`src/mult_macros.svh`:
```
`ifndef MULT_MACROS_SVH
`define MULT_MACROS_SVH

// Widths shared by the multiplier datapaths and the testbench

// Full operand and result word
`define MULT_WORD_W 32

// Halfword lane
// Also the shift used by the upper-half multiply on its low and cross steps
`define MULT_HALF_W 16

// Byte lane of the dot product
`define MULT_BYTE_W 8

// Shift amount for the short multiply
`define MULT_IMM_W 5

// Sum width of the short MAC
// Two guard bits above the word hold the carry and sign of the mulh steps
`define MULT_MAC_W (`MULT_WORD_W + 2)

`endif
```
`src/mult_pkg.sv`:
```
`include "mult_macros.svh"

package mult_pkg;

  //////////////////////////////
  // Operator encoding
  //////////////////////////////

  // Matches the execution stage decoder
  // Code 3'b111 is unused
  typedef enum logic [2:0] {
    MUL_MAC32 = 3'b000,
    MUL_MSU32 = 3'b001,
    MUL_I     = 3'b010,
    MUL_IR    = 3'b011,
    MUL_DOT8  = 3'b100,
    MUL_DOT16 = 3'b101,
    MUL_H     = 3'b110
  } mult_op_e;

  //////////////////////////////
  // Data types
  //////////////////////////////

  // Operand and result word
  typedef logic [`MULT_WORD_W-1:0] mult_word_t;

  // One dot operand word
  // Lane 0 sits in the low bits in both views
  typedef union packed {
    logic [`MULT_WORD_W/`MULT_BYTE_W-1:0][`MULT_BYTE_W-1:0] byte_lane;
    logic [`MULT_WORD_W/`MULT_HALF_W-1:0][`MULT_HALF_W-1:0] half_lane;
  } dot_word_u;

endpackage

```
`src/mult_dot.sv`:
```
`timescale 1ns/10ps
`include "mult_macros.svh"

module mult_dot import mult_pkg::*; (
  input  logic [1:0] dot_signed_i,
  input  mult_word_t dot_op_a_i,
  input  mult_word_t dot_op_b_i,
  input  mult_word_t dot_op_c_i,
  output mult_word_t dot8_result_o,
  output mult_word_t dot16_result_o
);

  localparam int BW = `MULT_BYTE_W;
  localparam int HW = `MULT_HALF_W;
  localparam int WW = `MULT_WORD_W;
  localparam int NB = WW / BW;
  localparam int NH = WW / HW;

  dot_word_u                 a_w;
  dot_word_u                 b_w;

  // Lanes carry one extra bit for signed or unsigned extension
  logic [NB-1:0][BW:0]       char_a;
  logic [NB-1:0][BW:0]       char_b;
  logic [NB-1:0][2*BW+1:0]   char_mul;
  logic [NH-1:0][HW:0]       half_a;
  logic [NH-1:0][HW:0]       half_b;
  logic [NH-1:0][2*HW+1:0]   half_mul;
  mult_word_t                dot8_sum;
  mult_word_t                dot16_sum;

  // Same words seen as bytes and as halfwords
  assign a_w = dot_op_a_i;
  assign b_w = dot_op_b_i;

  //////////////////////////////
  // Lane products
  //////////////////////////////

  // Bit 1 of the signedness is for A, bit 0 for B
  always_comb begin
    for (int i = 0; i < NB; i++) begin
      char_a[i]   = {dot_signed_i[1] & a_w.byte_lane[i][BW-1], a_w.byte_lane[i]};
      char_b[i]   = {dot_signed_i[0] & b_w.byte_lane[i][BW-1], b_w.byte_lane[i]};
      char_mul[i] = $signed(char_a[i]) * $signed(char_b[i]);
    end
    for (int j = 0; j < NH; j++) begin
      half_a[j]   = {dot_signed_i[1] & a_w.half_lane[j][HW-1], a_w.half_lane[j]};
      half_b[j]   = {dot_signed_i[0] & b_w.half_lane[j][HW-1], b_w.half_lane[j]};
      half_mul[j] = $signed(half_a[j]) * $signed(half_b[j]);
    end
  end

  //////////////////////////////
  // Accumulate
  //////////////////////////////

  // Byte products sign-extend to the word
  // Halfword products just wrap at 32 bits
  always_comb begin
    dot8_sum  = dot_op_c_i;
    dot16_sum = dot_op_c_i;
    for (int i = 0; i < NB; i++) begin
      dot8_sum = dot8_sum + mult_word_t'($signed(char_mul[i]));
    end
    for (int j = 0; j < NH; j++) begin
      dot16_sum = dot16_sum + half_mul[j][WW-1:0];
    end
  end

  assign dot8_result_o  = dot8_sum;
  assign dot16_result_o = dot16_sum;

endmodule

```
`config.mk`:
```
export PLATFORM = sky130hd
export DESIGN_NAME = mult_dot
export DESIGN_NICKNAME = d
export VERILOG_FILES = /design/src/mult_pkg.sv /design/src/mult_dot.sv
export VERILOG_INCLUDE_DIRS = /design/src
export SDC_FILE = /design/constraint.sdc
export NUM_CORES = 2
export LEC_CHECK = 0
export BUFFER_PORTS_ARGS = -buffer_cell sky130_fd_sc_hd__buf_2
export CAP_MARGIN = 15
export CORE_ASPECT_RATIO = 1.5
export CORE_MARGIN = 5
export CORE_UTILIZATION = 35
export DETAILED_ROUTE_END_ITERATION = 10
export SLEW_MARGIN = 15
export SYNTH_ARGS = -nofsm -noshare
export SYNTH_HDL_FRONTEND = slang
export SYNTH_SLANG_ARGS = --single-unit
```
`constraint.sdc`:
```
create_clock -name vclk -period 13.5
set_input_delay 2.7 -clock vclk [all_inputs]
set_output_delay 2.7 -clock vclk [all_outputs]
set_load 0.005 [all_outputs]
```
* After elaboration in Yosys (flattened, before gate mapping)
Cells that the tools add are included.
Cells by class: add/subtract/negate cells 6, multiply operators 6, bitwise operators 8
Operators with widths (number):
- 32-bit adder | 6
- 9-bit by 9-bit multiplier with 18-bit output | 4
- 17-bit by 17-bit multiplier with 32-bit output | 2
- 1-bit bitwise AND | 8
Storage, ports and cells: bits in registers 0, bits of input ports 98, output and inout bits 64

* Depth between registers and ports, before layout
depth in word-level cells 6, gate-level depth with buffers 37

* Worst setup path after synthesis
OpenSTA, ideal clock, no wires.
path kind input to output, from input port dot_op_a_i[6], to output port dot8_result_o[31], arrival time 11.105 ns, setup slack -0.305 ns, cell stages on the path 32, path through clkbuf_1 clkbuf_1 nand2_1 fa_1 inv_1 fa_1 fa_1 fa_1 inv_1 fa_1 inv_1 ha_1 o21a_1 o31a_1 o41ai_2 o21ai_1 o41a_1 xnor2_2 ha_1 xnor2_1 fa_1 inv_1 fa_1 ha_1 nand4_1 or3_1 a21oi_1 nor2_1 a21oi_1 a311oi_1 xnor2_1 xnor2_1
On the way: longest elaborated chain between the ends 5
Ends and longest elaborated chain:
- start, declared | RTL line mult_dot.sv:6 | input mult_word_t dot_op_a_i,
- 9-bit by 9-bit multiplier with 18-bit output | RTL line mult_dot.sv:45 | char_mul[i] = $signed(char_a[i]) * $signed(char_b[i]);
- 32-bit adder (4 in a row) | RTL line mult_dot.sv:64 | dot8_sum = dot8_sum + mult_word_t'($signed(char_mul[i]));
- end, declared | RTL line mult_dot.sv:9 | output mult_word_t dot8_result_o,
No other way between the ends.

* Worst setup path after layout
from input port dot_signed_i[0], to output port dot8_result_o[31]
On the way: longest elaborated chain between the ends 6
Ends and longest elaborated chain:
- start, declared | RTL line mult_dot.sv:5 | input logic [1:0] dot_signed_i,
- 1-bit bitwise AND | RTL line mult_dot.sv:44 | char_b[i] = {dot_signed_i[0] & b_w.byte_lane[i][BW-1], b_w.byte_lane[i]};
- 9-bit by 9-bit multiplier with 18-bit output | RTL line mult_dot.sv:45
- 32-bit adder (3 in a row) | RTL line mult_dot.sv:64
- 32-bit adder * | RTL line mult_dot.sv:64
Every way passes the cells marked *; elsewhere a longest branch is shown, timed or not.

==> results.txt <==
Outcome -> complete, but fails checks
Failing checks -> setup timing
Distinct cells, synth -> 54
Critical Path Fanout Max -> 4
Commonest cells after routing, fill and taps aside -> 1166 x inv_1, 970 x fa_1, 492 x buf_4
Largest cells by area after synthesis -> fa_1 54%, ha_1 13%, inv_1 12%, and2_1 4.7%, xnor2_1 3.5%
Highest Clock Rate -> 72.6 MHz
Crit path from -> dot_signed_i[0]
Hold WS -> 5.88 ns
Core ar. -> 0.103 sq mm
Pre-CTS WS -> -0.764 ns
CP Launch Type -> input port
Arrival @ worst endpoint -> 11.06 ns
Slew HR -> 62.8%
GRT overflow -> 0
Synthesized instance count -> 3807
Most common cell on crit path -> fa_1
CP Capture Type -> output port
Syn Nets -> 5263
I/O Pins -> 162
Largest stage delay, worst path -> 0.55 ns
DR vias -> 26517
Area of the mapped netlist -> 0.0361 sq mm
Crit. path cell count -> 34
Dpl cells -> 5699
Final period utilization -> 102%
Maxcap violations -> 0
Synth Area per Inst -> 9.47 sq um
Routed Wire Length -> 105000 um
DR vias/cell -> 4.64
Share of layout cells above drive strength 1 -> 18.5%
FF+latch count -> 0
Endpoints failing setup -> 8
Largest net degree at the start of global routing -> 23
Hold Crit Class -> in2out
Clock buf count -> 0
Residual DRC count -> 0
Initial DRT Pass Iterations -> 5
Placement Rows -> 144
Global-route wire length before repair -> 168000 um
GPL Wtd Cong -> 0.911
Hold Violations, Final -> 0
GRT Total Usage -> 19.7%
Antenna violations before repair -> 16
Number of global-route vias before repair -> 30721
RSZ-0062 raised after global routing -> yes
Most common cell after layout, fill and taps aside -> inv_1
Clock period minus worst slack -> 13.76 ns
Max-slew violations -> 0
Die Y -> 403 um
Nets -> 5849
Warnings from Yosys -> 0
Post-route setup slack -> -0.265 ns
Synth-to-Final Area Change -> 18.7%
Routed Antenna Nets -> 0
Sequential share of the synthesized area -> 0%
WS Path Type -> in2out
1st-iter DRT viols -> 935
Crit-path slowest cell -> fa_2
Crit path capture -> dot8_result_o[31]
Chip width -> 272 um
Critical path data required time -> 10.80 ns
Post-synth top area cell -> fa_1
Yosys top cell area share -> 54.2%
Worst Max-Slew Pin Slew -> 0.554 ns
Finished Layout Cells -> 5712
Layout Utilization -> 41.8%
Number of port buffers -> 162
Wire per inst -> 18.5 um
Register area -> 0 sq um
DP HPWL -> 98700 um
Worst Path Buf+Inv -> 7
CP delay by family, top -> adder cells
Die area -> 0.110 sq mm
Initial Util -> 35.2%
-- worst min path at each step --
| stage | cells past startpoint | slack, ns | start | endpoint |
|---|---|---|---|---|
| 3_5_place_dp | 4 | 5.88 | dot_op_c_i[0] | dot16_result_o[0] |
| 2_1_floorplan | 2 | 5.64 | dot_op_c_i[0] | dot16_result_o[0] |
| 6_report | 4 | 5.88 | dot_op_c_i[0] | dot16_result_o[0] |
| 3_3_place_gp | 4 | 5.86 | dot_op_c_i[0] | dot16_result_o[0] |
| 4_1_cts | 4 | 5.88 | dot_op_c_i[0] | dot16_result_o[0] |
| 5_1_grt | 4 | 5.94 | dot_op_c_i[0] | dot16_result_o[0] |
-- stage by stage --
stage                     setup TNS, ns  instance area [sq um]
after global routing              -3.73                  42800
after detailed placement          -4.79                  42100
final                             -1.05                  42800
after global placement            -3.97                  42100
after floorplan                       0                  36100
after CTS                         -2.66                  42400
-- final cells by class --
class	count	area, sq um
diodes	7	17.5
fillers	10038	59700
inverters	1173	4400
multi-input cells	2548	31900
well taps	1314	1640
repair buffers	670	4810
-- cells in the mapped netlist, types with 2 or more instances --
master / number
or2_2: 37
o21ai_0: 37
a21oi_1: 78
o21bai_1: 9
inv_1: 1173
nand4_1: 2
a21boi_0: 4
a31oi_1: 5
a2111oi_0: 2
nor4_1: 2
or3_1: 6
o41ai_1: 5
a31o_2: 3
o31a_1: 9
o21ai_1: 2
xnor2_1: 143
nand3_1: 18
clkbuf_1: 84
a21o_1: 28
a221o_1: 2
nor2b_1: 16
o211ai_1: 4
nor3_1: 14
and2_1: 270
ha_1: 381
nand2_1: 305
fa_1: 977
xor2_1: 27
nor2_1: 69
and3_1: 24
o21a_1: 25
a211oi_1: 5
a211o_1: 2
o31ai_1: 4
nand2b_1: 16
-- layer usage --
metal  wire [um]  vias to the layer above  global-route usage (%)
li1            -                    12170                       -
met1       38800                    13631                    22.4
met2       57000                      491                    37.3
met3        3160                      217                    1.40
met4        6480                        8                    9.16
met5          58                        -                       0
-- repair_timing --
action	in CTS	in global routing
buffers inserted	7	5
resized for setup	69	74
endpoints found under the setup margin	15	22
pin swaps	31	35
hold buffers	0	0
-- logic make-up (layout without fill, tap and decap cells) --
logic type	count (synthesis)	count (layout)	share of synthesized area [%]
compound gates	235	235	4.24
xor+xnor	173	173	4.31
fa+ha+maj	1358	1358	67.5
buf+inv	1259	1843	13.1
other cells	0	7	0
simple gates	782	782	10.9
Power is not shown: default switching activity piles up to over one toggle a cycle in this logic, so the estimate is an artifact.
