<file path="src/mult_macros.svh">
`ifndef MULT_MACROS_SVH
`define MULT_MACROS_SVH

// Widths shared by the multiplier datapaths and the testbench

// Full operand and result word
`define MULT_WORD_W 32

// Halfword lane
// Also the shift used by the upper-half multiply on its low and cross steps
`define MULT_HALF_W 16

// Byte lane of the dot product
`define MULT_BYTE_W 8

// Shift amount for the short multiply
`define MULT_IMM_W 5

// Sum width of the short MAC
// Two guard bits above the word hold the carry and sign of the mulh steps
`define MULT_MAC_W (`MULT_WORD_W + 2)

`endif
</file>
<file path="src/mult_pkg.sv">
`include "mult_macros.svh"

package mult_pkg;

  //////////////////////////////
  // Operator encoding
  //////////////////////////////

  // Matches the execution stage decoder
  // Code 3'b111 is unused
  typedef enum logic [2:0] {
    MUL_MAC32 = 3'b000,
    MUL_MSU32 = 3'b001,
    MUL_I     = 3'b010,
    MUL_IR    = 3'b011,
    MUL_DOT8  = 3'b100,
    MUL_DOT16 = 3'b101,
    MUL_H     = 3'b110
  } mult_op_e;

  //////////////////////////////
  // Data types
  //////////////////////////////

  // Operand and result word
  typedef logic [`MULT_WORD_W-1:0] mult_word_t;

  // One dot operand word
  // Lane 0 sits in the low bits in both views
  typedef union packed {
    logic [`MULT_WORD_W/`MULT_BYTE_W-1:0][`MULT_BYTE_W-1:0] byte_lane;
    logic [`MULT_WORD_W/`MULT_HALF_W-1:0][`MULT_HALF_W-1:0] half_lane;
  } dot_word_u;

endpackage

</file>
<file path="src/mult_short.sv">
`timescale 1ns/10ps
`include "mult_macros.svh"

module mult_short import mult_pkg::*; (
  input  mult_op_e                operator_i,
  input  mult_word_t              op_a_i,
  input  mult_word_t              op_b_i,
  input  mult_word_t              op_c_i,
  input  logic [`MULT_IMM_W-1:0]  imm_i,
  input  logic                    short_subword_i,
  input  logic [1:0]              short_signed_i,
  input  logic                    mulh_active_i,
  input  logic [`MULT_IMM_W-1:0]  step_imm_i,
  input  logic [1:0]              step_subword_i,
  input  logic [1:0]              step_signed_i,
  input  logic                    step_shift_arith_i,
  input  logic                    carry_i,
  output logic                    mac_carry_o,
  output mult_word_t              result_o
);

  localparam int HW = `MULT_HALF_W;
  localparam int WW = `MULT_WORD_W;
  localparam int MW = `MULT_MAC_W;

  logic [`MULT_IMM_W-1:0] short_imm;
  logic [1:0]             short_subword;
  logic [1:0]             short_signed;
  logic                   short_shift_arith;

  logic [HW:0]            short_op_a;
  logic [HW:0]            short_op_b;
  logic [MW-1:0]          short_op_c;
  logic [MW-1:0]          short_mul;
  logic [MW-1:0]          short_mac;
  logic [MW-1:0]          short_shifted;
  mult_word_t             short_round_tmp;
  mult_word_t             short_round;
  logic                   mac_msb1;
  logic                   mac_msb0;

  //////////////////////////////
  // Control select
  //////////////////////////////

  // Step controls win while an upper-half multiply runs
  assign short_imm         = mulh_active_i ? step_imm_i         : imm_i;
  assign short_subword     = mulh_active_i ? step_subword_i     : {2{short_subword_i}};
  assign short_signed      = mulh_active_i ? step_signed_i      : short_signed_i;
  // Plain short ops shift arithmetically iff A is signed
  assign short_shift_arith = mulh_active_i ? step_shift_arith_i : short_signed_i[0];

  //////////////////////////////
  // Multiply and accumulate
  //////////////////////////////

  // Halfword select, bit 0 for A and bit 1 for B
  assign short_op_a[HW-1:0] = short_subword[0] ? op_a_i[WW-1:HW] : op_a_i[HW-1:0];
  assign short_op_b[HW-1:0] = short_subword[1] ? op_b_i[WW-1:HW] : op_b_i[HW-1:0];

  // 17th bit turns the halves into signed or unsigned values
  assign short_op_a[HW] = short_signed[0] & short_op_a[HW-1];
  assign short_op_b[HW] = short_signed[1] & short_op_b[HW-1];

  // Accumulator is 33 bits with the saved carry on top during mulh
  assign short_op_c = mulh_active_i ? {carry_i, carry_i, op_c_i}
                                    : {op_c_i[WW-1], op_c_i[WW-1], op_c_i};

  // Rounding adds half an LSB of the shifted result
  assign short_round_tmp = mult_word_t'(1) << imm_i;
  assign short_round     = (operator_i == MUL_IR) ? {1'b0, short_round_tmp[WW-1:1]} : '0;

  assign short_mul = $signed(short_op_a) * $signed(short_op_b);
  assign short_mac = short_op_c + short_mul + {2'b00, short_round};

  //////////////////////////////
  // Result shift
  //////////////////////////////

  // Mulh keeps the real 34-bit sign, short ops re-extend from bit 31
  assign mac_msb1 = mulh_active_i ? short_mac[MW-1] : short_mac[WW-1];
  assign mac_msb0 = mulh_active_i ? short_mac[WW]   : short_mac[WW-1];

  assign short_shifted = $signed({short_shift_arith & mac_msb1,
                                  short_shift_arith & mac_msb0,
                                  short_mac[WW-1:0]}) >>> short_imm;

  assign result_o    = short_shifted[WW-1:0];
  // Sign of the 33-bit partial sum, saved between mulh steps
  assign mac_carry_o = short_mac[WW];

endmodule

</file>
<file path="config.mk">
export PLATFORM = sky130hd
export DESIGN_NAME = mult_short
export DESIGN_NICKNAME = d
export VERILOG_FILES = /design/src/mult_pkg.sv /design/src/mult_short.sv
export VERILOG_INCLUDE_DIRS = /design/src
export SDC_FILE = /design/constraint.sdc
export NUM_CORES = 1
export LEC_CHECK = 0
export BUFFER_PORTS_ARGS = -buffer_cell sky130_fd_sc_hd__buf_2
export CAP_MARGIN = 40
export CORE_ASPECT_RATIO = 1.4
export CORE_UTILIZATION = 64
export DETAILED_ROUTE_END_ITERATION = 16
export PLACE_DENSITY_LB_ADDON = 0.2
export SLEW_MARGIN = 20
export SYNTH_ARGS = -nofsm -noshare
export SYNTH_HDL_FRONTEND = slang
export SYNTH_SLANG_ARGS = --single-unit
</file>
<file path="constraint.sdc">
create_clock -name vclk -period 13.8
set_input_delay 0.69 -clock vclk [all_inputs]
set_output_delay 0.69 -clock vclk [all_outputs]
set_load 0.005 [all_outputs]
</file>
Word-level counts from Yosys, hierarchy flattened --
Cells that the tools add are included.
Word-level totals: register bits 0, input port bits 119, output and inout bits 33, word-level logic and storage cells 20
Operators by class: $add $sub $neg 2, multiply operators 1, equal/unequal tests 1, shift-type cells 2, multiplexer cells 10, bitwise gates (word level) 4
Operators with widths (number):
- $add A34 B31 Y34 | 1
- $add A34 B34 Y34 | 1
- $mul A17 B17 Y34 | 1
- $mux W34 | 1
- $sshr A34 B5 Y32 | 1
- $mux W16 | 2
- $shl A1 B5 Y32 const A | 1
- $mux W31 | 1
- $mux W5 | 1
- $and A1 B1 Y1 | 4
- $mux W2 | 2
- $eq A3 B2 Y1 const B | 1
- $mux W1 | 3

Depth between registers and ports, before layout --
Gate-level depths: netlist of the first run.
depth after elaboration 9, mapped depth 33, gate-level depth less buffers 28

Least setup slack after synthesis of the first run --
OpenSTA, ideal clock, no wires.
path kind in2out, start in mulh_active_i, end out result_o[13], data arrival time 9.368 ns, data required time 13.110 ns, slack 3.742 ns, stages 28, path buffers 5, cells stage by stage clkbuf_1 > buf_1 > clkbuf_1 > nand2_1 > a21oi_1 > clkbuf_1 > nand2_1 > inv_1 > fa_1 > fa_1 > inv_1 > fa_1 > inv_1 > fa_1 > fa_1 > fa_1 > ha_1 > ha_1 > buf_2 > nand4_1 > or4b_4 > o311ai_4 > mux2_4 > o31ai_4 > a31oi_2 > o21a_1 > mux4_2 > o21ai_1
On the way: longest elaborated chain between the ends 9, elaborated cells on any way between the ends 17, classes of those cells 2 x add/sub; 1 x mul; 1 x shift; 9 x mux; 4 x bitwise
RTL lines:
- start, declared | line mult_short.sv:12 | input logic mulh_active_i,
- $mux W2 | line mult_short.sv:48 | assign short_subword = mulh_active_i ? step_subword_i : {2{short_subword_i}};
- $mux W16, on equally long branches | line mult_short.sv:58, mult_short.sv:59
- $and A1 B1 Y1, on equally long branches | line mult_short.sv:62, mult_short.sv:63
- $mul A17 B17 Y34 | line mult_short.sv:73 | assign short_mul = $signed(short_op_a) * $signed(short_op_b);
- $add A34 B34 Y34 | line mult_short.sv:74 | assign short_mac = short_op_c + short_mul + {2'b00, short_round};
- $add A34 B31 Y34 | line mult_short.sv:74
- $mux W1, on equally long branches | line mult_short.sv:82, mult_short.sv:81
- $and A1 B1 Y1, on equally long branches | line mult_short.sv:85, mult_short.sv:84
- $sshr A34 B5 Y32 (*) | line mult_short.sv:84 | assign short_shifted = $signed({short_shift_arith & mac_msb1,
- end, declared | line mult_short.sv:19 | output mult_word_t result_o
Mark *: on every way between the ends. The rest lies on a longest branch, timed or not.

Worst setup path after layout of the first run --
start in mulh_active_i, end out result_o[11]
Same word-level chain as after synthesis.

==> results of run 1 <==
layout make-up:
class	instances	share of cell area, %
multi-input cells	1429	83.7
inverters	356	7.76
repair buffers	189	6.24
well taps	315	2.29
diodes	2	0.0291
cell usage after synthesis (5+ instances only):
library cell and n:
a211oi_1 12, a21o_1 7, a21oi_1 66, a221oi_1 7, a22oi_1 6, a311oi_1 5
a31oi_1 11, and2_1 9, buf_1 7, clkbuf_1 55, fa_1 369, ha_1 107
inv_1 356, mux2_2 38, mux2i_1 59, mux4_2 5, nand2_1 239, nand2b_1 7
nand3_1 19, nand4_1 7, nor2_1 206, nor2b_1 7, nor3_1 17, o211ai_1 19
o21a_1 10, o21ai_0 47, o21ai_1 7, o22ai_1 10, o31ai_1 5, o32ai_1 5
or2_2 10, or3_1 5, xnor2_1 22, xor2_1 10
metal layers:
| metal | part of all wire [%] | wire, um | vias to the layer above | track usage [%] |
|---|---|---|---|---|
| met2 | 51 | 25500 | 662 | 72.3 |
| li1 | - | - | 6146 | - |
| met5 | 0 | 0 | - | 0 |
| met1 | 35 | 17500 | 7015 | 47.3 |
| met4 | 8.1 | 4040 | 0 | 26.6 |
| met3 | 6.3 | 3150 | 202 | 5.03 |
how the worst min path moves through the flow:
stage          slack (ns)          start            to  cells past startpoint
5_1_grt              2.04  step_imm_i[4]  result_o[22]                      5
3_5_place_dp         1.99  step_imm_i[3]   result_o[5]                      5
6_report             2.02  step_imm_i[4]  result_o[21]                      5
2_1_floorplan        1.68  step_imm_i[1]  result_o[30]                      4
4_1_cts              2.00  step_imm_i[3]   result_o[5]                      5
3_3_place_gp         2.00  step_imm_i[3]   result_o[5]                      5
critical path, delay by kind of cell:
| kind | cells | cell delay (ns) |
|---|---|---|
| AOI/OAI and AO/OA | 7 | 1.99 |
| adders and majority gates | 8 | 3.97 |
| buffers and inverters | 8 | 1.60 |
| muxes | 2 | 0.61 |
| and+or+nand+nor | 6 | 1.69 |
stage by stage:
step	instances	setup slack, ns	cell area, um2	hold slack, ns	util (%)
floorplan	1854	3.74	16000	1.68	-
global placement	2278	2.38	17100	2.00	69.5
detailed placement	2286	2.37	17200	1.99	69.8
CTS	2286	2.33	17200	2.00	69.8
global route	2291	2.06	17200	2.04	70.0
finish	2291	2.51	17200	2.02	70.0
kinds of logic (layout without fill, tap and decap cells):
family / after synthesis / after routing / share of synthesized area [%]
AO/OA/AOI/OAI: 266 / 266 / 11.6
XOR/XNOR: 32 / 32 / 1.75
adder cells (fa/ha/maj): 476 / 476 / 54.6
buffers and inverters: 425 / 545 / 10.1
multiplexers: 103 / 103 / 7.17
other: 0 / 2 / 0
AND/OR/NAND/NOR: 552 / 552 / 14.8
==> out/metrics.csv, run 1 <==
stage,metric,value,unit
grt,antenna_found_initial,2,
grt,track_usage,41.3,%
worst_setup_path,path_class,in -> out,
detailed_routing,dr.first_iter.drc_count,803,
layout,seqCellArea,0,um2
layout,area_growth,7.75,%
worst_setup_path,cp-start-kind,input pin,
sta,fin_crit,11.29,ns
detailed_routing,first_pass_iters,6,
synthesis,ys_types,85,
clock_network,post_cts_resized,0,
die,start_util,65.0,%
synthesis,synth.top_cell.area_share,46.2,%
placement,hpwl,43.9,mm
grt,grt_start_max_net_pins,42,
worst_setup_path,cp-end-kind,primary output,
sta,setup_viol,0,
sta,fin_tns_setup,0,ns
hold_path,hold_path.class,in -> out,
synthesis,yosysSeqAreaShare,0,%
die,die_h,189,um
run,maxCapViolations,0,
worst_setup_path,path_max_fanout,32,
sta,tightestPinTransition,0.928,ns
sta,hold_viol_final,0,
detailed_routing,wl_per_cell,21.9,um
worst_setup_path,slowest_delay,0.69,ns
detailed_routing,drc,0,
placement,gp_congestion,1.09,
die,io-pin-count,152,
die,core,24600,um2
die,dieArea,25600,um2
worst_setup_path,crit_slowest_cell,fa_1,
layout,mostFrequentLayoutCells,"fa_1 (369), inv_1 (356), nand2_1 (239)",
clock_network,cts_setup_buffers,0,
synthesis,yosysWarnings,0,
sta,drv_slew,0,
detailed_routing,ant_nets,0,
synthesis,syn-cell-area,16000,um2
layout,fin_nets,2571,
layout,fillers,1997,
layout,layout-drive-gt1-share,14.1,%
die,placementRows,68,
layout,seq_cell_count,0,
layout,mostFrequentLayoutCell,fa_1,
synthesis,syn_nets,2449,
detailed_routing,vias,14000,
worst_setup_path,crit_start,mulh_active_i,
detailed_routing,via_per_inst,6.12,
outcome,outcome,"complete, no violations",
grt,grt_pass1_vias,14800,
synthesis,syn_inst,1854,
placement,numPortBuffers,152,
synthesis,synth.area.top_cells,"fa_1 (46%), ha_1 (8.4%), inv_1 (8.4%)",
layout,multi_input_area,14400,um2
sta,fin_crit_sh,81.8,%
sta,rsz0062_at_grt,no,
grt,grt_pass1_wl,79.3,mm
detailed_routing,wl,50.2,mm
worst_setup_path,setup.worst_path.end,result_o[11],
sta,timing.fmax,88.6,MHz
synthesis,synth.largest_area_cell,fa_1,
synthesis,synth_area_per_cell,8.62,um2
clock_network,cts-hold-fix-buffers,0,
sta,relSlewSlack,36.4,%
worst_setup_path,crit_top_cell,fa_1,
grt,grt-ovfl-total,0,
die,die_x,136,um
layout,nClkBuffers,0,
worst_setup_path,arrival,10.60,ns
worst_setup_path,cp_data_required_time,13.11,ns
Power of run 1 is left out: the tool's default activity adds up to more than one toggle a clock period on the data nets, which glitch-free logic cannot reach.
==> run 2: changes to the inputs <==
clock period = 10.6 ns   (was 13.8 ns; I/O delays follow)
==> out/metrics.csv, run 2 (synthesized netlist as in run 1, its figures left out) <==
stage,metric,value,unit,change
outcome,outcome,"complete, no violations",,
sta,hold_viol_final,0,,unchanged
clock_network,cts_setup_buffers,0,,unchanged
sta,relSlewSlack,44.2,%,+7.9 points
hold_path,hold_path.class,in -> out,,
detailed_routing,wl,48.3,mm,-3.7%
placement,post_dp_cell_area,17300,um2,+0.44%
sta,setup_ws,0.495,ns,-2.01 ns
die,die_h,189,um,unchanged
layout,seqCellArea,0,um2,unchanged
worst_setup_path,path_class,in -> out,,
grt,grt-ovfl-total,0,,unchanged
die,io-pin-count,152,,unchanged
layout,final_cell_count_no_fill,2300,,+0.39%
sta,timing.fmax,99.0,MHz,
layout,mostFrequentLayoutCell,fa_1,,
run,maxCapViolations,0,,unchanged
grt,grt_start_max_net_pins,42,,unchanged
placement,hpwl,42.8,mm,-2.6%
layout,seq_cell_count,0,,unchanged
grt,antenna_found_initial,0,,-2
sta,tightestPinTransition,0.813,ns,-0.115 ns
grt,grt_pass1_vias,14700,,-0.73%
worst_setup_path,cp-start-kind,input pin,,
die,start_util,65.0,%,unchanged
sta,fin_crit,10.10,ns,
detailed_routing,dr.first_iter.drc_count,859,,+7.0%
placement,post-place-ws,0.571,ns,-1.80 ns
die,dieArea,25600,um2,unchanged
detailed_routing,via_per_inst,6.02,,-1.7%
clock_network,cts-hold-fix-buffers,0,,unchanged
clock_network,post_cts_resized,0,,unchanged
grt,grt_pass1_wl,77.4,mm,-2.5%
die,die_x,136,um,unchanged
layout,area_growth,8.11,%,
worst_setup_path,cp-end-kind,primary output,,
worst_setup_path,cp_data_required_time,10.07,ns,-3.04 ns
detailed_routing,wl_per_cell,21.0,um,-4.1%
hold_path,hold_start,step_imm_i[1],,
layout,mostFrequentLayoutCells,"fa_1 (369), inv_1 (356), nand2_1 (239)",,
layout,nClkBuffers,0,,unchanged
detailed_routing,first_pass_iters,7,,+1
layout,final_cell_area,17300,um2,+0.34%
detailed_routing,vias,13800,,-1.4%
worst_setup_path,arrival,9.57,ns,-1.03 ns
sta,drv_slew,0,,unchanged
detailed_routing,ant_nets,0,,unchanged
die,placementRows,68,,unchanged
grt,track_usage,40.0,%,-1.3 points
sta,fin_tns_setup,0,ns,unchanged
detailed_routing,drc,0,,unchanged
placement,placed_cells,2299,,+0.57%
worst_setup_path,crit_start,mulh_active_i,,
sta,setup_viol,0,,unchanged
placement,numPortBuffers,152,,unchanged
worst_setup_path,path_max_fanout,8,,-75%
layout,diodes,0,,-2
layout,fin_nets,2582,,+0.43%
layout,layout-drive-gt1-share,14.5,%,+0.43 points
die,core,24600,um2,unchanged
layout,fillers,1970,,-1.4%
sta,fin_crit_sh,95.3,%,
sta,rsz0062_at_grt,no,,
placement,gp_congestion,0.978,,-10%
-- run 2: cell type report --
cell class	instances	area, um2	area share (%)
multi-input cells	1429	14400	83.4
repair buffers	200	1140	6.61
inverters	356	1340	7.74
well taps	315	394	2.28
-- run 2: final timing paths --
kind / slack (ns) / depth (start not counted) / endpoint
max: 0.50 / 28 / result_o[5]
min: 1.69 / 6 / result_o[30]
-- run 2: metal layers --
metal | global-route usage (%) | wire, um | part of all wire, % | vias up
li1 | - | - | - | 6156
met1 | 46.9 | 17200 | 36 | 6829
met2 | 69.1 | 24200 | 50 | 672
met3 | 4.82 | 3090 | 6.4 | 178
met4 | 25.2 | 3880 | 8.0 | 0
met5 | 0 | 0 | 0 | -
-- run 2: metrics by stage --
stage                     hold WS, ns  util [%]
after floorplan                  1.36         -
after global placement           1.68      70.1
after detailed placement         1.67      70.2
after CTS                        1.67      70.2
after global routing             1.72      70.2
final                            1.69      70.2
-- run 2: worst max-delay path: stages --
cell and delay [ns]:
buf_2 0.25, nor2b_1 0.17, a21oi_4 0.27, buf_4 0.28
mux2_2 0.47, nand2_1 0.20, fa_1 0.53, fa_1 0.66
inv_1 0.22, fa_1 0.53, inv_1 0.06, fa_1 0.56
inv_1 0.06, fa_1 0.51, fa_1 0.42, ha_1 0.29
ha_1 0.38, and4_1 0.41, nand3_4 0.14, or3b_2 0.49
o311ai_4 0.14, mux2_4 0.37, o31ai_4 0.35, a31oi_2 0.21
o21a_1 0.27, mux4_2 0.50, o21ai_1 0.14, buf_2 0.13
Power of run 2 is left out for the same reason.
==> run 3: changes to the inputs <==
clock period = 9.45 ns   (was 10.6 ns; I/O delays follow)
==> out/metrics.csv, run 3 (synthesized netlist as in run 1, its figures left out) <==
stage,metric,value,unit,change
grt,antenna_found_initial,3,,+3
grt,track_usage,41.9,%,+1.9 points
worst_setup_path,crit_top_cell,fa_1,,
die,die_x,136,um,unchanged
layout,seq_cell_count,0,,unchanged
placement,post_dp_cell_area,17500,um2,+1.7%
placement,gp_congestion,0.997,,+2.0%
detailed_routing,ant_nets,0,,unchanged
placement,hpwl,44.8,mm,+4.6%
layout,layout-drive-gt1-share,16.8,%,+2.2 points
grt,grt-ovfl-total,0,,unchanged
die,dieArea,25600,um2,unchanged
worst_setup_path,crit_slowest_cell,fa_1,,
die,die_h,189,um,unchanged
die,io-pin-count,152,,unchanged
worst_setup_path,crit_start,mulh_active_i,,
layout,fillers,1963,,-0.36%
hold_path,hold_path.class,in -> out,,
layout,area_growth,10.6,%,
grt,grt_start_max_net_pins,42,,unchanged
worst_setup_path,slowest_delay,0.54,ns,-0.12 ns
sta,relSlewSlack,44.5,%,+0.23 points
worst_setup_path,critPathBufInv,7,,+1
placement,numPortBuffers,152,,unchanged
layout,mostFrequentLayoutCell,fa_1,,
sta,timing.hold.ws,1.59,ns,-0.0984 ns
outcome,outcome,"complete, no violations",,
die,core,24600,um2,unchanged
worst_setup_path,path_max_fanout,9,,+1
layout,nClkBuffers,0,,unchanged
worst_setup_path,cp-end-kind,primary output,,
clock_network,cts-hold-fix-buffers,0,,unchanged
sta,timing.fmax,108,MHz,
layout,final_cell_area,17700,um2,+2.3%
die,placementRows,68,,unchanged
grt,grt_pass1_vias,14800,,+0.34%
hold_path,hold_start,step_imm_i[1],,
sta,fin_crit_sh,98.1,%,
worst_setup_path,cp_data_required_time,8.98,ns,-1.09 ns
layout,seqCellArea,0,um2,unchanged
sta,fin_crit,9.27,ns,
detailed_routing,vias,14200,,+2.6%
layout,mostFrequentLayoutCells,"fa_1 (367), inv_1 (353), nand2_1 (239)",,
sta,drv_slew,0,,unchanged
die,start_util,65.0,%,unchanged
worst_setup_path,cpLargestDelayFamily,adder cells,,
sta,setup_viol,0,,unchanged
detailed_routing,wl_per_cell,21.8,um,+4.1%
layout,fin_nets,2620,,+1.5%
worst_setup_path,cp-start-kind,input pin,,
worst_setup_path,path_class,in -> out,,
sta,rsz0062_at_grt,no,,
grt,grt_pass1_wl,79.7,mm,+3.0%
run,maxCapViolations,0,,unchanged
detailed_routing,dr.first_iter.drc_count,985,,+15%
worst_setup_path,arrival,8.80,ns,-0.77 ns
detailed_routing,wl,51.1,mm,+5.8%
detailed_routing,via_per_inst,6.07,,+0.93%
sta,tightestPinTransition,0.810,ns,-0.00331 ns
detailed_routing,drc,0,,unchanged
sta,hold_viol_final,0,,unchanged
detailed_routing,first_pass_iters,7,,unchanged
run 3: worst paths after layout:
path / end / slack [ns] / cells past startpoint
setup / recovery: result_o[13] / 0.18 / 29
hold / removal: result_o[30] / 1.59 / 6
run 3: cell type report:
| type | count | area [um2] | area share [%] |
|---|---|---|---|
| repair buffers | 238 | 1490 | 8.42 |
| inverters | 356 | 1340 | 7.61 |
| well taps | 315 | 394 | 2.23 |
| diodes | 1 | 2.50 | 0.0142 |
| multi-input cells | 1429 | 14400 | 81.7 |
run 3: worst min-delay path, cell delays in order:
cell     delay [ns]
buf_2          0.12
nand4_1        0.12
a22oi_2        0.12
nand3_1        0.12
nand2_1        0.05
buf_2          0.12
run 3: what timing repair did:
| action | CTS | global route |
|---|---|---|
| setup buffers | 1 | 2 |
| endpoints found under the setup margin | 4 | 29 |
| pin swaps | 0 | 1 |
| resized for setup | 0 | 18 |
run 3: routing by layer:
layer	vias up	track usage (%)	wire, um	part of all wire, %
li1	6229	-	-	-
met1	7057	47.7	17800	35
met2	700	72.5	25600	50
met3	210	6.48	3500	6.8
met4	4	26.9	4230	8.3
met5	-	0	30	0.059
run 3: through the flow:
step | instances | TNS [ns] | utilization [%] | worst slack [ns]
2_1_floorplan | 1854 | 0 | - | 0.0266
3_3_place_gp | 2334 | 0 | 71.4 | 0.185
3_5_place_dp | 2334 | -0.0235 | 71.4 | -0.0143
4_1_cts | 2335 | 0 | 71.4 | 0.0596
5_1_grt | 2338 | 0 | 71.8 | 0.00863
6_report | 2339 | 0 | 71.9 | 0.176
Power of run 3 is left out for the same reason.
