### config.mk
export PLATFORM = sky130hd
export DESIGN_NAME = mult_mulh_ctrl
export DESIGN_NICKNAME = d
export VERILOG_FILES = /design/src/mult_pkg.sv /design/src/mult_mulh_ctrl.sv
export VERILOG_INCLUDE_DIRS = /design/src
export SDC_FILE = /design/constraint.sdc
export NUM_CORES = 1
export LEC_CHECK = 0
export BUFFER_PORTS_ARGS = -buffer_cell sky130_fd_sc_hd__buf_2
export CORE_AREA = 10 10 47 49
export DETAILED_ROUTE_END_ITERATION = 8
export DIE_AREA = 0 0 57 59
export PLACE_DENSITY = 0.65
export SYNTH_ARGS = -nofsm -noshare
export SYNTH_HDL_FRONTEND = slang
export SYNTH_SLANG_ARGS = --single-unit
### constraint.sdc
create_clock -name clk -period 2.45 [get_ports clk]
set_input_delay 0.1225 -clock clk [delete_from_list [all_inputs] [get_ports clk]]
set_output_delay 0.1225 -clock clk [all_outputs]
set_load 0.005 [all_outputs]
### src/mult_macros.svh
`ifndef MULT_MACROS_SVH
`define MULT_MACROS_SVH

// Widths shared by the multiplier datapaths and the testbench

// Full operand and result word
`define MULT_WORD_W 32

// Halfword lane
// Also the shift used by the upper-half multiply on its low and cross steps
`define MULT_HALF_W 16

// Byte lane of the dot product
`define MULT_BYTE_W 8

// Shift amount for the short multiply
`define MULT_IMM_W 5

// Sum width of the short MAC
// Two guard bits above the word hold the carry and sign of the mulh steps
`define MULT_MAC_W (`MULT_WORD_W + 2)

`endif
### src/mult_pkg.sv
`include "mult_macros.svh"

package mult_pkg;

  //////////////////////////////
  // Operator encoding
  //////////////////////////////

  // Matches the execution stage decoder
  // Code 3'b111 is unused
  typedef enum logic [2:0] {
    MUL_MAC32 = 3'b000,
    MUL_MSU32 = 3'b001,
    MUL_I     = 3'b010,
    MUL_IR    = 3'b011,
    MUL_DOT8  = 3'b100,
    MUL_DOT16 = 3'b101,
    MUL_H     = 3'b110
  } mult_op_e;

  //////////////////////////////
  // Data types
  //////////////////////////////

  // Operand and result word
  typedef logic [`MULT_WORD_W-1:0] mult_word_t;

  // One dot operand word
  // Lane 0 sits in the low bits in both views
  typedef union packed {
    logic [`MULT_WORD_W/`MULT_BYTE_W-1:0][`MULT_BYTE_W-1:0] byte_lane;
    logic [`MULT_WORD_W/`MULT_HALF_W-1:0][`MULT_HALF_W-1:0] half_lane;
  } dot_word_u;

endpackage

### src/mult_mulh_ctrl.sv
`timescale 1ns/10ps
`include "mult_macros.svh"

module mult_mulh_ctrl import mult_pkg::*; (
  input  logic                   clk,
  input  logic                   rst_n,
  input  logic                   enable_i,
  input  mult_op_e               operator_i,
  input  logic [1:0]             short_signed_i,
  input  logic                   ex_ready_i,
  input  logic                   mac_carry_i,
  output logic                   mulh_active_o,
  output logic [`MULT_IMM_W-1:0] step_imm_o,
  output logic [1:0]             step_subword_o,
  output logic [1:0]             step_signed_o,
  output logic                   step_shift_arith_o,
  output logic                   carry_o,
  output logic                   multicycle_o,
  output logic                   ready_o
);

  // State codes
  localparam logic [2:0] IDLE   = 3'd0;
  localparam logic [2:0] STEP0  = 3'd1;
  localparam logic [2:0] STEP1  = 3'd2;
  localparam logic [2:0] STEP2  = 3'd3;
  localparam logic [2:0] FINISH = 3'd4;

  logic [2:0] state_q;
  logic [2:0] state_d;
  logic       carry_q;
  logic       save_carry;
  logic       clear_carry;

  //////////////////////////////
  // Step sequencing
  //////////////////////////////

  always_comb begin
    state_d            = state_q;
    step_imm_o         = '0;
    step_subword_o     = 2'b00;
    step_signed_o      = 2'b00;
    step_shift_arith_o = 1'b0;
    mulh_active_o      = 1'b1;
    multicycle_o       = 1'b0;
    ready_o            = 1'b0;
    save_carry         = 1'b0;
    clear_carry        = 1'b0;

    case (state_q)
      IDLE: begin
        mulh_active_o = 1'b0;
        ready_o       = 1'b1;
        // Ready drops in the very cycle the mulh is issued
        if (enable_i && (operator_i == MUL_H)) begin
          ready_o = 1'b0;
          state_d = STEP0;
        end
      end
      STEP0: begin
        // AL*BL is always unsigned and keeps only its upper half
        multicycle_o = 1'b1;
        step_imm_o   = `MULT_IMM_W'(`MULT_HALF_W);
        state_d      = STEP1;
      end
      STEP1: begin
        // AL*BH is signed only if B is
        multicycle_o       = 1'b1;
        step_signed_o      = {short_signed_i[1], 1'b0};
        step_subword_o     = 2'b10;
        step_shift_arith_o = 1'b1;
        // Sign of the 33-bit sum extends the next accumulate
        save_carry         = 1'b1;
        state_d            = STEP2;
      end
      STEP2: begin
        // AH*BL is signed only if A is
        multicycle_o       = 1'b1;
        step_signed_o      = {1'b0, short_signed_i[0]};
        step_subword_o     = 2'b01;
        step_imm_o         = `MULT_IMM_W'(`MULT_HALF_W);
        step_shift_arith_o = 1'b1;
        // Top bits are shifted back in, so no carry survives
        save_carry         = 1'b1;
        clear_carry        = 1'b1;
        state_d            = FINISH;
      end
      FINISH: begin
        // AH*BH with full signedness gives the upper word
        step_signed_o  = short_signed_i;
        step_subword_o = 2'b11;
        ready_o        = 1'b1;
        // Hold result while the pipeline stalls
        if (ex_ready_i) begin
          state_d = IDLE;
        end
      end
      default: begin
        state_d = IDLE;
      end
    endcase
  end

  //////////////////////////////
  // State and carry registers
  //////////////////////////////

  always_ff @(posedge clk or negedge rst_n) begin
    if (!rst_n) begin
      state_q <= IDLE;
      carry_q <= 1'b0;
    end else begin
      state_q <= state_d;
      if (save_carry) begin
        carry_q <= ~clear_carry & mac_carry_i;
      end else if (ex_ready_i) begin
        // Next instruction starts without a carry
        carry_q <= 1'b0;
      end
    end
  end

  assign carry_o = carry_q;

  // Three busy steps with ready low, then ready in FINISH
  a_busy_not_ready: assert property (@(posedge clk) disable iff (!rst_n)
    $rose(multicycle_o) |-> (multicycle_o && !ready_o) ##1 (multicycle_o && !ready_o)
                            ##1 (multicycle_o && !ready_o) ##1 (ready_o && !multicycle_o));

  // Only an issued mulh starts the sequence
  a_idle_start: assert property (@(posedge clk) disable iff (!rst_n)
    (state_q == IDLE) && !(enable_i && (operator_i == MUL_H)) |=> (state_q == IDLE));

endmodule

# Word-level counts from Yosys, hierarchy flattened

Cells that the tools add are included.

Output and inout port bits: 14
Input bits: 10
Logic and storage cells: 32
Register bits: 4

Mux-type cells: 14
Reduce and logical (&&, ||, !) cells: 7
Equal/unequal tests: 7
Bitwise operators: 2

Operator list:

| cell                                                                  | number |
|---|---|
| 3-bit one-hot mux with 5 select lines                                 | 1 |
| 2-bit one-hot mux with 3 select lines                                 | 2 |
| 1-bit two-way mux                                                     | 7 |
| 3-bit by 2-bit equality test with 1-bit output, second input constant | 2 |
| 3-bit equality test, second input constant                            | 2 |
| 3-bit two-way mux                                                     | 2 |
| 5-bit two-way mux                                                     | 1 |
| 2-bit != test, second input constant                                  | 2 |
| 2-bit OR reduction                                                    | 2 |
| 3-bit by 1-bit equality test with 1-bit output, second input constant | 1 |
| 3-bit logical NOT                                                     | 1 |
| 3-bit OR reduction                                                    | 1 |
| 1-bit one-hot mux with 2 select lines                                 | 1 |
| 2-bit AND reduction                                                   | 1 |
| 2-bit nonzero test                                                    | 1 |
| 1-bit AND                                                             | 1 |
| 1-bit logical AND                                                     | 1 |
| 1-bit NOT                                                             | 1 |

# Logic depth before layout (Yosys ltp)

Gate-level depths: netlist (run 1).

Depth after elaboration: 5
Mapped depth: 3
Mapped depth without buffers: 2

# Worst setup path after synthesis (run 1)

Ideal clock, no wire load.

Kind: register -> output
Start: register state_q[0]
End: output step_subword_o[0]
Path buffers: 1
Stages on the path, launching flop included: 4
Setup slack: 1436 ps
Required time: 2328 ps
Data arrival time: 892 ps
Cell sequence: dfrtp_1 > buf_6 > and3b_4 > or2_1

Longest elaborated chain between the ends: 2
Elaborated cells on any way between the ends: 4
Those cells by class: eq/ne (3); mux (1)

RTL lines:

| item                                                                                         | RTL line              | source |
|---|---|---|
| start, declared                                                                              | mult_mulh_ctrl.sv:29  | `logic [2:0] state_q;` |
| start signal, assigned                                                                       | mult_mulh_ctrl.sv:114 | `state_q <= state_d;` |
| 3-bit equality test / 3-bit by 2-bit equality test with 1-bit output (equally long branches) | mult_mulh_ctrl.sv:51  | `case (state_q)` |
| 2-bit one-hot mux with 3 select lines (*)                                                    | mult_mulh_ctrl.sv:51  |  |
| end, declared                                                                                | mult_mulh_ctrl.sv:14  | `output logic [1:0] step_subword_o,` |

Every way passes the cells marked *; elsewhere a longest branch is shown, timed or not.

# Worst setup path after layout (run 1)

Start: register state_q[2]
End: output step_subword_o[0]

The elaborated chain is that of the path after synthesis.

==> out/metrics.csv, run 1 <==
stage,metric,value,unit
clocking,"Clk Latency, worst-skew pair",0.23,ns
pwr,Worst VDD drop,0.707,mV
worst_setup_path,WP data required,2.33,ns
pwr,Power Dens Cells,1200,nW/um2
sta,TNS Setup,0,ns
sta,Fmax,676,MHz
floorplan,Ports,24,
layout,share of cells above drive strength 1,48.1,%
place,port bufs,19,
global_routing,GRT overflow,0,
sta,Final Critical Period,1.48,ns
sta,skew final,0.00148,ns
clocking,Setup Buffers After CTS,0,
yosys,syn avg cell area,9.51,um2
place,Area after DPL,395,um2
global_routing,largest net degree at the start of global routing,13,
drt,Pre-antenna DRT Iters,3,
yosys,"Seq/Total Area, Yosys",30.1,%
floorplan,die width,57,um
layout,"leading cell type in the layout, fill and taps excluded",buf_2,
clocking,Root Driver,clkbuf_4,
worst_setup_path,crit path kind,reg2out,
floorplan,num rows,14,
worst_setup_path,Setup crit end kind,output port,
yosys,Post-synth EDFFs,0,
drt,post-route DRC violation count,0,
drt,Post-DRT Antenna Nets,0,
sta,crit share post-route,60.4,%
floorplan,CORE AREA,1400,um2
worst_setup_path,Critical Path Source Type,flop,
yosys,Cells after Synth,35,
yosys,Netlist cell types,19,
layout,most frequent cells in the layout,"buf_2, nor2_1, conb_1, dfrtp_1, clkbuf_4",
sta,RSZ-0062 raised after global routing,false,
floorplan,chip height,59,um
worst_setup_path,"delay-heaviest family, CP",flip-flops,
sta,Final Hold Vio Count,0,
clocking,clk sinks,4,
layout,post-route cell area,428,um2
pwr,Pleak,0.225,nW
place,Placer Congestion,0.654,
sta,Hold WS,0.178,ns
global_routing,vias in the first global route,300,
yosys,#FFs+latches synth,4,
clocking,post-cts resize count,0,
worst_setup_path,CP max-delay cell,dfrtp_1,
layout,Syn-to-layout area delta,28.6,%
drt,total number of vias,281,
sta,final setup fails,0,
clocking,hold buffer count at CTS,1,
drt,DR iter-0 viols,2,
floorplan,total die area,3360,um2
drt,routed len/inst,11.5,um
drt,drt total wl,804,um
layout,Finished Layout Cells,70,
sta,Final WS setup,0.971,ns
hold_path,Tightest Hold Check Type,in2reg,
global_routing,initial antenna violation count,0,
layout,Final #Nets,66,
worst_setup_path,CP Buf/Inv Count,1,
clocking,H-Tree Depth,1,
layout,fin util,30.5,%
global_routing,GRT Util Overall,5.06,%
global_routing,global-route wire length before repair,1310,um
clocking,Clock Pin Slew Worst Setup and Hold Paths,0.04,ns
layout,Ant. Diodes,0,
yosys,ys async rst share,100,%
clocking,Longest Clk Path Bufs,2,
worst_setup_path,"Arr. time, crit path",1.36,ns
worst_setup_path,Critical path origin,state_q[2],
clocking,TritonCTS clock tree,done,
drt,DR vias/cell,4.01,
yosys,Ys Warns,0,
place,DP Worst Slack,1.22,ns
hold_path,HP Start,mac_carry_i,
yosys,Synth Flop Type,dfrtp_1,
worst_setup_path,crit-path cells,and3b_4 > or2_1 > buf_2,
outcome,status,"finished, final reports clean",
place,placed cell count,66,
worst_setup_path,r2r startpoint,state_q[2],
floorplan,starting density of the core,23.7,%
yosys,synthesized area,333,um2
sta,fin. max-slew vios,0,
worst_setup_path,Crit path largest cell delay,0.53,ns
pwr,total power,0.514,mW
run,max-capacitance violation count,0,
worst_setup_path,CP max FO,12,
clocking,number of buffers created by CTS,3,
==> sequential cells by signal, summed over array words and instances (netlist names) <==
| name | count |
|---|---|
| carry_o | 1 |
| state_q | 3 |
==> kinds of logic (layout without fill, tap and decap cells) <==
group | Yosys count | count (layout) | synth area share [%]
simple gates | 14 | 14 | 31.2
xor+xnor | 2 | 2 | 5.26
compound gates | 5 | 5 | 10.9
buf+inv | 9 | 25 | 21.4
other cells | 1 | 4 | 1.13
flops | 4 | 4 | 30.1
==> report_power, final <==
part           internal (mW)  switching, mW
clock network         0.0548         0.0265
registers             0.0968         0.0654
logic                  0.158          0.112
total                  0.310          0.204
==> worst paths after layout <==
path	endpoint	slack, ns	cells past startpoint
max in group asynchronous	state_q[2]	2.10	2
setup / recovery	step_subword_o[0]	0.97	3
hold / removal	carry_o	0.18	3
min in group asynchronous	state_q[1]	0.23	2
setup reg to reg	state_q[2]	1.34	2
hold reg to reg	carry_o	0.56	2
==> per-layer routing <==
layer,vias to the layer above,track usage [%],wire length [um]
met5,-,0,0
met4,0,1.01,0
met2,16,6.67,362
met3,0,5.58,94
met1,121,5.37,348
li1,144,-,-
==> Yosys cell counts, drive strengths merged, types with 2 or more instances <==
cell type	count	area share (%)
nor2b	2	3.8
buf	7	19
nor3b	2	7.5
xnor2	2	5.3
dfrtp	4	30
o21a	2	4.5
inv	2	2.3
nor2	4	4.5
==> worst min-delay path: stages <==
cell,delay (ns)
buf_2,0.08
nand4bb_1,0.08
o21ai_0,0.09
==> cell type report <==
type	count	area, um2
Multi-Input combinational cell	25	173
Fill cell	163	973
Sequential cell	4	100
Tap cell	16	20.0
Timing Repair Buffer	20	105
Clock buffer	3	22.5
Inverter	2	7.51
Power figures use the tool's default switching activity.
==> inputs of run 2 (changes only) <==
clock period = 1.45 ns   (was 2.45 ns; I/O delays follow)
==> out/metrics.csv, run 2 (synthesis gave the netlist of run 1 again) <==
stage,metric,value,unit,change
drt,post-route DRC violation count,0,,unchanged
floorplan,total die area,3360,um2,unchanged
sta,final setup fails,0,,unchanged
sta,fin. max-slew vios,0,,unchanged
drt,Post-DRT Antenna Nets,0,,unchanged
global_routing,largest net degree at the start of global routing,13,,unchanged
clocking,clk sinks,4,,unchanged
pwr,Psw,0.345,mW,was 0.204 mW
worst_setup_path,WP data required,1.38,ns,was 2.33 ns
drt,DR iter-0 viols,7,,was 2
global_routing,global-route wire length before repair,1310,um,unchanged
floorplan,starting density of the core,23.7,%,unchanged
layout,Final #Nets,66,,unchanged
layout,fin util,30.6,%,was 30.5%
worst_setup_path,"Arr. time, crit path",1.30,ns,was 1.36 ns
sta,Hold WS,0.124,ns,was 0.178 ns
clocking,Setup Buffers After CTS,0,,unchanged
drt,Pre-antenna DRT Iters,4,,was 3
hold_path,Tightest Hold Check Type,in2reg,,unchanged
floorplan,die width,57,um,unchanged
worst_setup_path,last element of the critical path,step_subword_o[0],,unchanged
place,Placer Congestion,0.654,,unchanged
drt,DR vias/cell,4.03,,was 4.01
layout,Fillers,162,,was 163
place,Area after DPL,395,um2,unchanged
global_routing,GRT Util Overall,5.06,%,unchanged
layout,Syn-to-layout area delta,28.9,%,was 28.6%
pwr,Power Dens Cells,2030,nW/um2,was 1200 nW/um2
pwr,Gate power share,52.6,%,about the same
sta,Final Hold Vio Count,0,,unchanged
layout,"leading cell type in the layout, fill and taps excluded",buf_2,,unchanged
clocking,TritonCTS clock tree,done,,unchanged
pwr,Worst VDD drop,1.17,mV,was 0.707 mV
outcome,status,"finished, final reports clean",,unchanged
global_routing,vias in the first global route,300,,unchanged
global_routing,initial antenna violation count,0,,unchanged
clocking,number of buffers created by CTS,3,,unchanged
sta,RSZ-0062 raised after global routing,false,,unchanged
layout,number of flip-flops in the largest register,3,,unchanged
layout,FF/Latch Area,101,um2,was 100 um2
layout,largest reg by FF count,state_q,,unchanged
global_routing,GRT overflow,0,,unchanged
worst_setup_path,CP max FO,10,,was 12
drt,routed len/inst,11.6,um,was 11.5 um
worst_setup_path,r2r startpoint,state_q[0],,was state_q[2]
worst_setup_path,Critical Path Source Type,flop,,unchanged
floorplan,CORE AREA,1400,um2,unchanged
run,max-capacitance violation count,0,,unchanged
pwr,sw frac,39.6,%,was 39.7%
sta,skew final,0.00117,ns,was 0.00148 ns
worst_setup_path,R2R Path End,state_q[2],,unchanged
clocking,Root Driver,clkbuf_4,,unchanged
sta,Final Critical Period,1.37,ns,
worst_setup_path,Setup crit end kind,output port,,unchanged
layout,most frequent cells in the layout,"buf_2, nor2_1, conb_1",,"was buf_2, nor2_1, conb_1, dfrtp_1, clkbuf_4"
pwr,Int Power,0.527,mW,was 0.310 mW
layout,share of cells above drive strength 1,50.0,%,was 48.1%
clocking,Clock Pin Slew Worst Setup and Hold Paths,0.04,ns,about the same
worst_setup_path,crit path kind,reg2out,,unchanged
floorplan,chip height,59,um,unchanged
floorplan,num rows,14,,unchanged
worst_setup_path,reg2reg path depth,2,,unchanged
drt,total number of vias,282,,was 281
pwr,sequential share of power,31.7,%,was 31.6%
layout,Finished Layout Cells,70,,unchanged
worst_setup_path,Worst R2R Setup Slack,0.40,ns,was 1.34 ns
clocking,"Clk Latency, worst-skew pair",0.23,ns,about the same
sta,crit share post-route,94.6,%,
worst_setup_path,Critical path origin,state_q[0],,was state_q[2]
clocking,H-Tree Depth,1,,unchanged
sta,Fmax,729,MHz,
pwr,clock share of power,15.7,%,was 15.8%
place,port bufs,19,,unchanged
sta,TNS Setup,0,ns,unchanged
floorplan,Ports,24,,unchanged
layout,post-route cell area,429,um2,was 428 um2
place,placed cell count,66,,unchanged
clocking,Longest Clk Path Bufs,2,,unchanged
layout,Ant. Diodes,0,,unchanged
pwr,Pleak,0.223,nW,was 0.225 nW
drt,drt total wl,810,um,was 804 um
layout,multi-input logic area,173,um2,unchanged
## run 2: repair_timing
| item | in CTS | in global routing |
|---|---|---|
| resized for setup | 0 | 1 |
| hold buffers | 1 | 0 |
| endpoints found under the setup margin | 0 | 2 |
| hold endpoints to repair | 4 | 0 |
## run 2: critical path: stages, from the launching register on
cell,delay (ns)
dfrtp_1,0.48
and3b_4,0.25
or2_1,0.21
buf_2,0.12
## run 2: worst min-delay path by stage
| stage | from | endpoint | slack, ns | cells after the start |
|---|---|---|---|---|
| floorplan | rst_n | carry_o | -0.22 | 0 |
| global placement | rst_n | state_q[1] | -0.12 | 1 |
| detailed placement | rst_n | state_q[0] | -0.12 | 1 |
| CTS | mac_carry_i | carry_o | 0.12 | 3 |
| global route | ex_ready_i | carry_o | 0.14 | 3 |
| finish | mac_carry_i | carry_o | 0.12 | 3 |
## run 2: area by class of cell
cell class	count	share of cell area, %
clock buffers	3	5.25
inverters	2	1.75
multi-input cells	25	40.2
flip-flops and latches	4	23.6
well taps	16	4.66
repair buffers	20	24.5
## run 2: per-stage QoR
stage	setup WS, ns	total power, mW
6_report	0.0787	0.871
5_1_grt	0.0102	0.976
4_1_cts	0.0165	0.891
3_5_place_dp	0.270	0.745
3_3_place_gp	0.291	0.740
2_1_floorplan	0.470	0.620
## run 2: per-layer routing
metal | vias to the layer above | track usage (%) | wire (um)
li1 | 144 | - | -
met1 | 120 | 5.37 | 352
met2 | 18 | 6.67 | 357
met3 | 0 | 5.58 | 100
met4 | 0 | 1.01 | 0
met5 | - | 0 | 0
## run 2: power groups by stage
stage	sequential (mW)	combinational, mW	clock (mW)
CTS	0.274	0.473	0.144
global route	0.295	0.523	0.158
floorplan	0.191	0.429	0
detailed placement	0.276	0.469	0
global placement	0.273	0.467	0
finish	0.276	0.458	0.137
==> inputs of run 3 (changes only) <==
HOLD_SLACK_MARGIN = 0.03   (was default)
MAX_ROUTING_LAYER = met4   (was default)
==> out/metrics.csv, run 3 (synthesis gave the netlist of run 1 again) <==
stage,metric,value,unit,change
worst_setup_path,"delay-heaviest family, CP",flip-flops,,unchanged
clocking,"Clk Latency, worst-skew pair",0.23,ns,about the same
worst_setup_path,CP max FO,10,,unchanged
pwr,sw frac,39.6,%,about the same
sta,Final Hold Vio Count,0,,unchanged
sta,fin. max-slew vios,0,,unchanged
drt,drt total wl,810,um,unchanged
global_routing,GRT Util Overall,5.21,%,was 5.06%
layout,post-route cell area,429,um2,unchanged
layout,share of cells above drive strength 1,50.0,%,unchanged
drt,DR vias/cell,4.03,,unchanged
drt,post-route DRC violation count,0,,unchanged
outcome,status,"finished, final reports clean",,unchanged
layout,largest reg by FF count,state_q,,unchanged
sta,skew final,0.00123,ns,was 0.00117 ns
hold_path,HP Start,mac_carry_i,,unchanged
global_routing,global-route wire length before repair,1310,um,unchanged
clocking,Setup Buffers After CTS,0,,unchanged
drt,Pre-antenna DRT Iters,4,,unchanged
worst_setup_path,Critical Path Source Type,flop,,unchanged
pwr,Worst VDD drop,1.16,mV,was 1.17 mV
global_routing,vias in the first global route,300,,unchanged
worst_setup_path,CP max-delay cell,dfrtp_1,,unchanged
clocking,TritonCTS clock tree,done,,unchanged
layout,"leading cell type in the layout, fill and taps excluded",buf_2,,unchanged
layout,Ant. Diodes,0,,unchanged
floorplan,num rows,14,,unchanged
sta,Hold WS,0.124,ns,about the same
layout,most frequent cells in the layout,"buf_2, nor2_1, conb_1",,unchanged
worst_setup_path,r2r startpoint,state_q[0],,unchanged
worst_setup_path,Crit path largest cell delay,0.48,ns,about the same
pwr,clock share of power,15.7,%,about the same
worst_setup_path,crit-path cells,and3b_4 > or2_1 > buf_2,,unchanged
floorplan,starting density of the core,23.7,%,unchanged
pwr,Power Dens Cells,2030,nW/um2,about the same
global_routing,layer with the highest usage,met2,,unchanged
worst_setup_path,crit path kind,reg2out,,unchanged
global_routing,GR Util met1,5.85,%,was 5.37%
clocking,clk sinks,4,,unchanged
sta,crit share post-route,94.6,%,about the same
pwr,Gate power share,52.6,%,about the same
pwr,Psw,0.345,mW,about the same
clocking,H-Tree Depth,1,,unchanged
sta,Fmax,729,MHz,about the same
pwr,Pleak,0.223,nW,unchanged
sta,TNS Setup,0,ns,unchanged
drt,DR iter-0 viols,7,,unchanged
global_routing,GRT overflow,0,,unchanged
floorplan,Ports,24,,unchanged
place,port bufs,19,,unchanged
sta,RSZ-0062 raised after global routing,false,,unchanged
clocking,Longest Clk Path Bufs,2,,unchanged
floorplan,CORE AREA,1400,um2,unchanged
clocking,Clock Pin Slew Worst Setup and Hold Paths,0.04,ns,about the same
clocking,Root Driver,clkbuf_4,,unchanged
floorplan,chip height,59,um,unchanged
sta,final setup fails,0,,unchanged
global_routing,met3 usage,4.72,%,was 5.58%
pwr,Int Power,0.527,mW,about the same
floorplan,total die area,3360,um2,unchanged
layout,fin util,30.6,%,unchanged
global_routing,met2 usage,6.67,%,unchanged
drt,routed len/inst,11.6,um,unchanged
layout,Syn-to-layout area delta,28.9,%,unchanged
floorplan,die width,57,um,unchanged
worst_setup_path,CP Buf/Inv Count,1,,unchanged
global_routing,largest net degree at the start of global routing,13,,unchanged
layout,number of flip-flops in the largest register,3,,unchanged
clocking,number of buffers created by CTS,3,,unchanged
drt,total number of vias,282,,unchanged
place,Area after DPL,395,um2,unchanged
sta,Final Critical Period,1.37,ns,about the same
layout,Final #Nets,66,,unchanged
pwr,sequential share of power,31.7,%,about the same
hold_path,Tightest Hold Check Type,in2reg,,unchanged
worst_setup_path,Setup crit end kind,output port,,unchanged
worst_setup_path,WP data required,1.38,ns,about the same
worst_setup_path,Critical path origin,state_q[0],,unchanged
place,Placer Congestion,0.660,,was 0.654
run,max-capacitance violation count,0,,unchanged
drt,Post-DRT Antenna Nets,0,,unchanged
global_routing,initial antenna violation count,0,,unchanged
worst_setup_path,"Arr. time, crit path",1.30,ns,about the same
[run 3: cell counts in the layout (fill, tap and decap cells not counted)]
No cell type changed its count.
[run 3: routing by layer]
layer	part of all wire [%]	routed length (um)
met1	47	377
met2	44	357
met3	9.3	75
met4	0	0
met5	0	0
[run 3: layout make-up]
class / instances / area (um2)
clock buffer: 3 / 22.5
tap: 16 / 20.0
multi-input combinational: 25 / 173
sequential: 4 / 101
inverter: 2 / 7.51
fill: 162 / 972
timing repair buffer: 20 / 105
[run 3: per-stage QoR]
| stage | power (mW) | worst slack (ns) | instances |
|---|---|---|---|
| global placement | 0.740 | 0.291 | 66 |
| global route | 0.974 | 0.0102 | 70 |
| detailed placement | 0.745 | 0.270 | 66 |
| finish | 0.871 | 0.0789 | 70 |
| floorplan | 0.620 | 0.470 | 38 |
| CTS | 0.891 | 0.0165 | 70 |
[run 3: path summary, 6_finish.rpt]
kind / slack, ns / cells after the start / endpoint
max: 0.08 / 3 / step_subword_o[0]
min: 0.12 / 3 / carry_o
max reg2reg: 0.40 / 2 / state_q[2]
min reg2reg: 0.56 / 2 / carry_o
max in group asynchronous: 1.14 / 2 / state_q[2]
min in group asynchronous: 0.18 / 2 / carry_o
[run 3: what timing repair did]
item | in CTS | in global routing
gates resized for setup | 0 | 1
endpoints found under the hold margin | 4 | 0
hold buffers | 1 | 0
setup endpoints to repair | 0 | 2
[run 3: power groups by stage]
stage	Clock (mW)	Sequential, mW	Combinational, mW
floorplan	0	0.191	0.429
global placement	0	0.273	0.467
detailed placement	0	0.276	0.469
CTS	0.144	0.274	0.473
global route	0.158	0.295	0.522
finish	0.137	0.276	0.459
[run 3: tightest hold or removal path, cell delays in order]
cell and delay, ns:
buf_2 0.08, nand4bb_1 0.08, o21ai_0 0.08
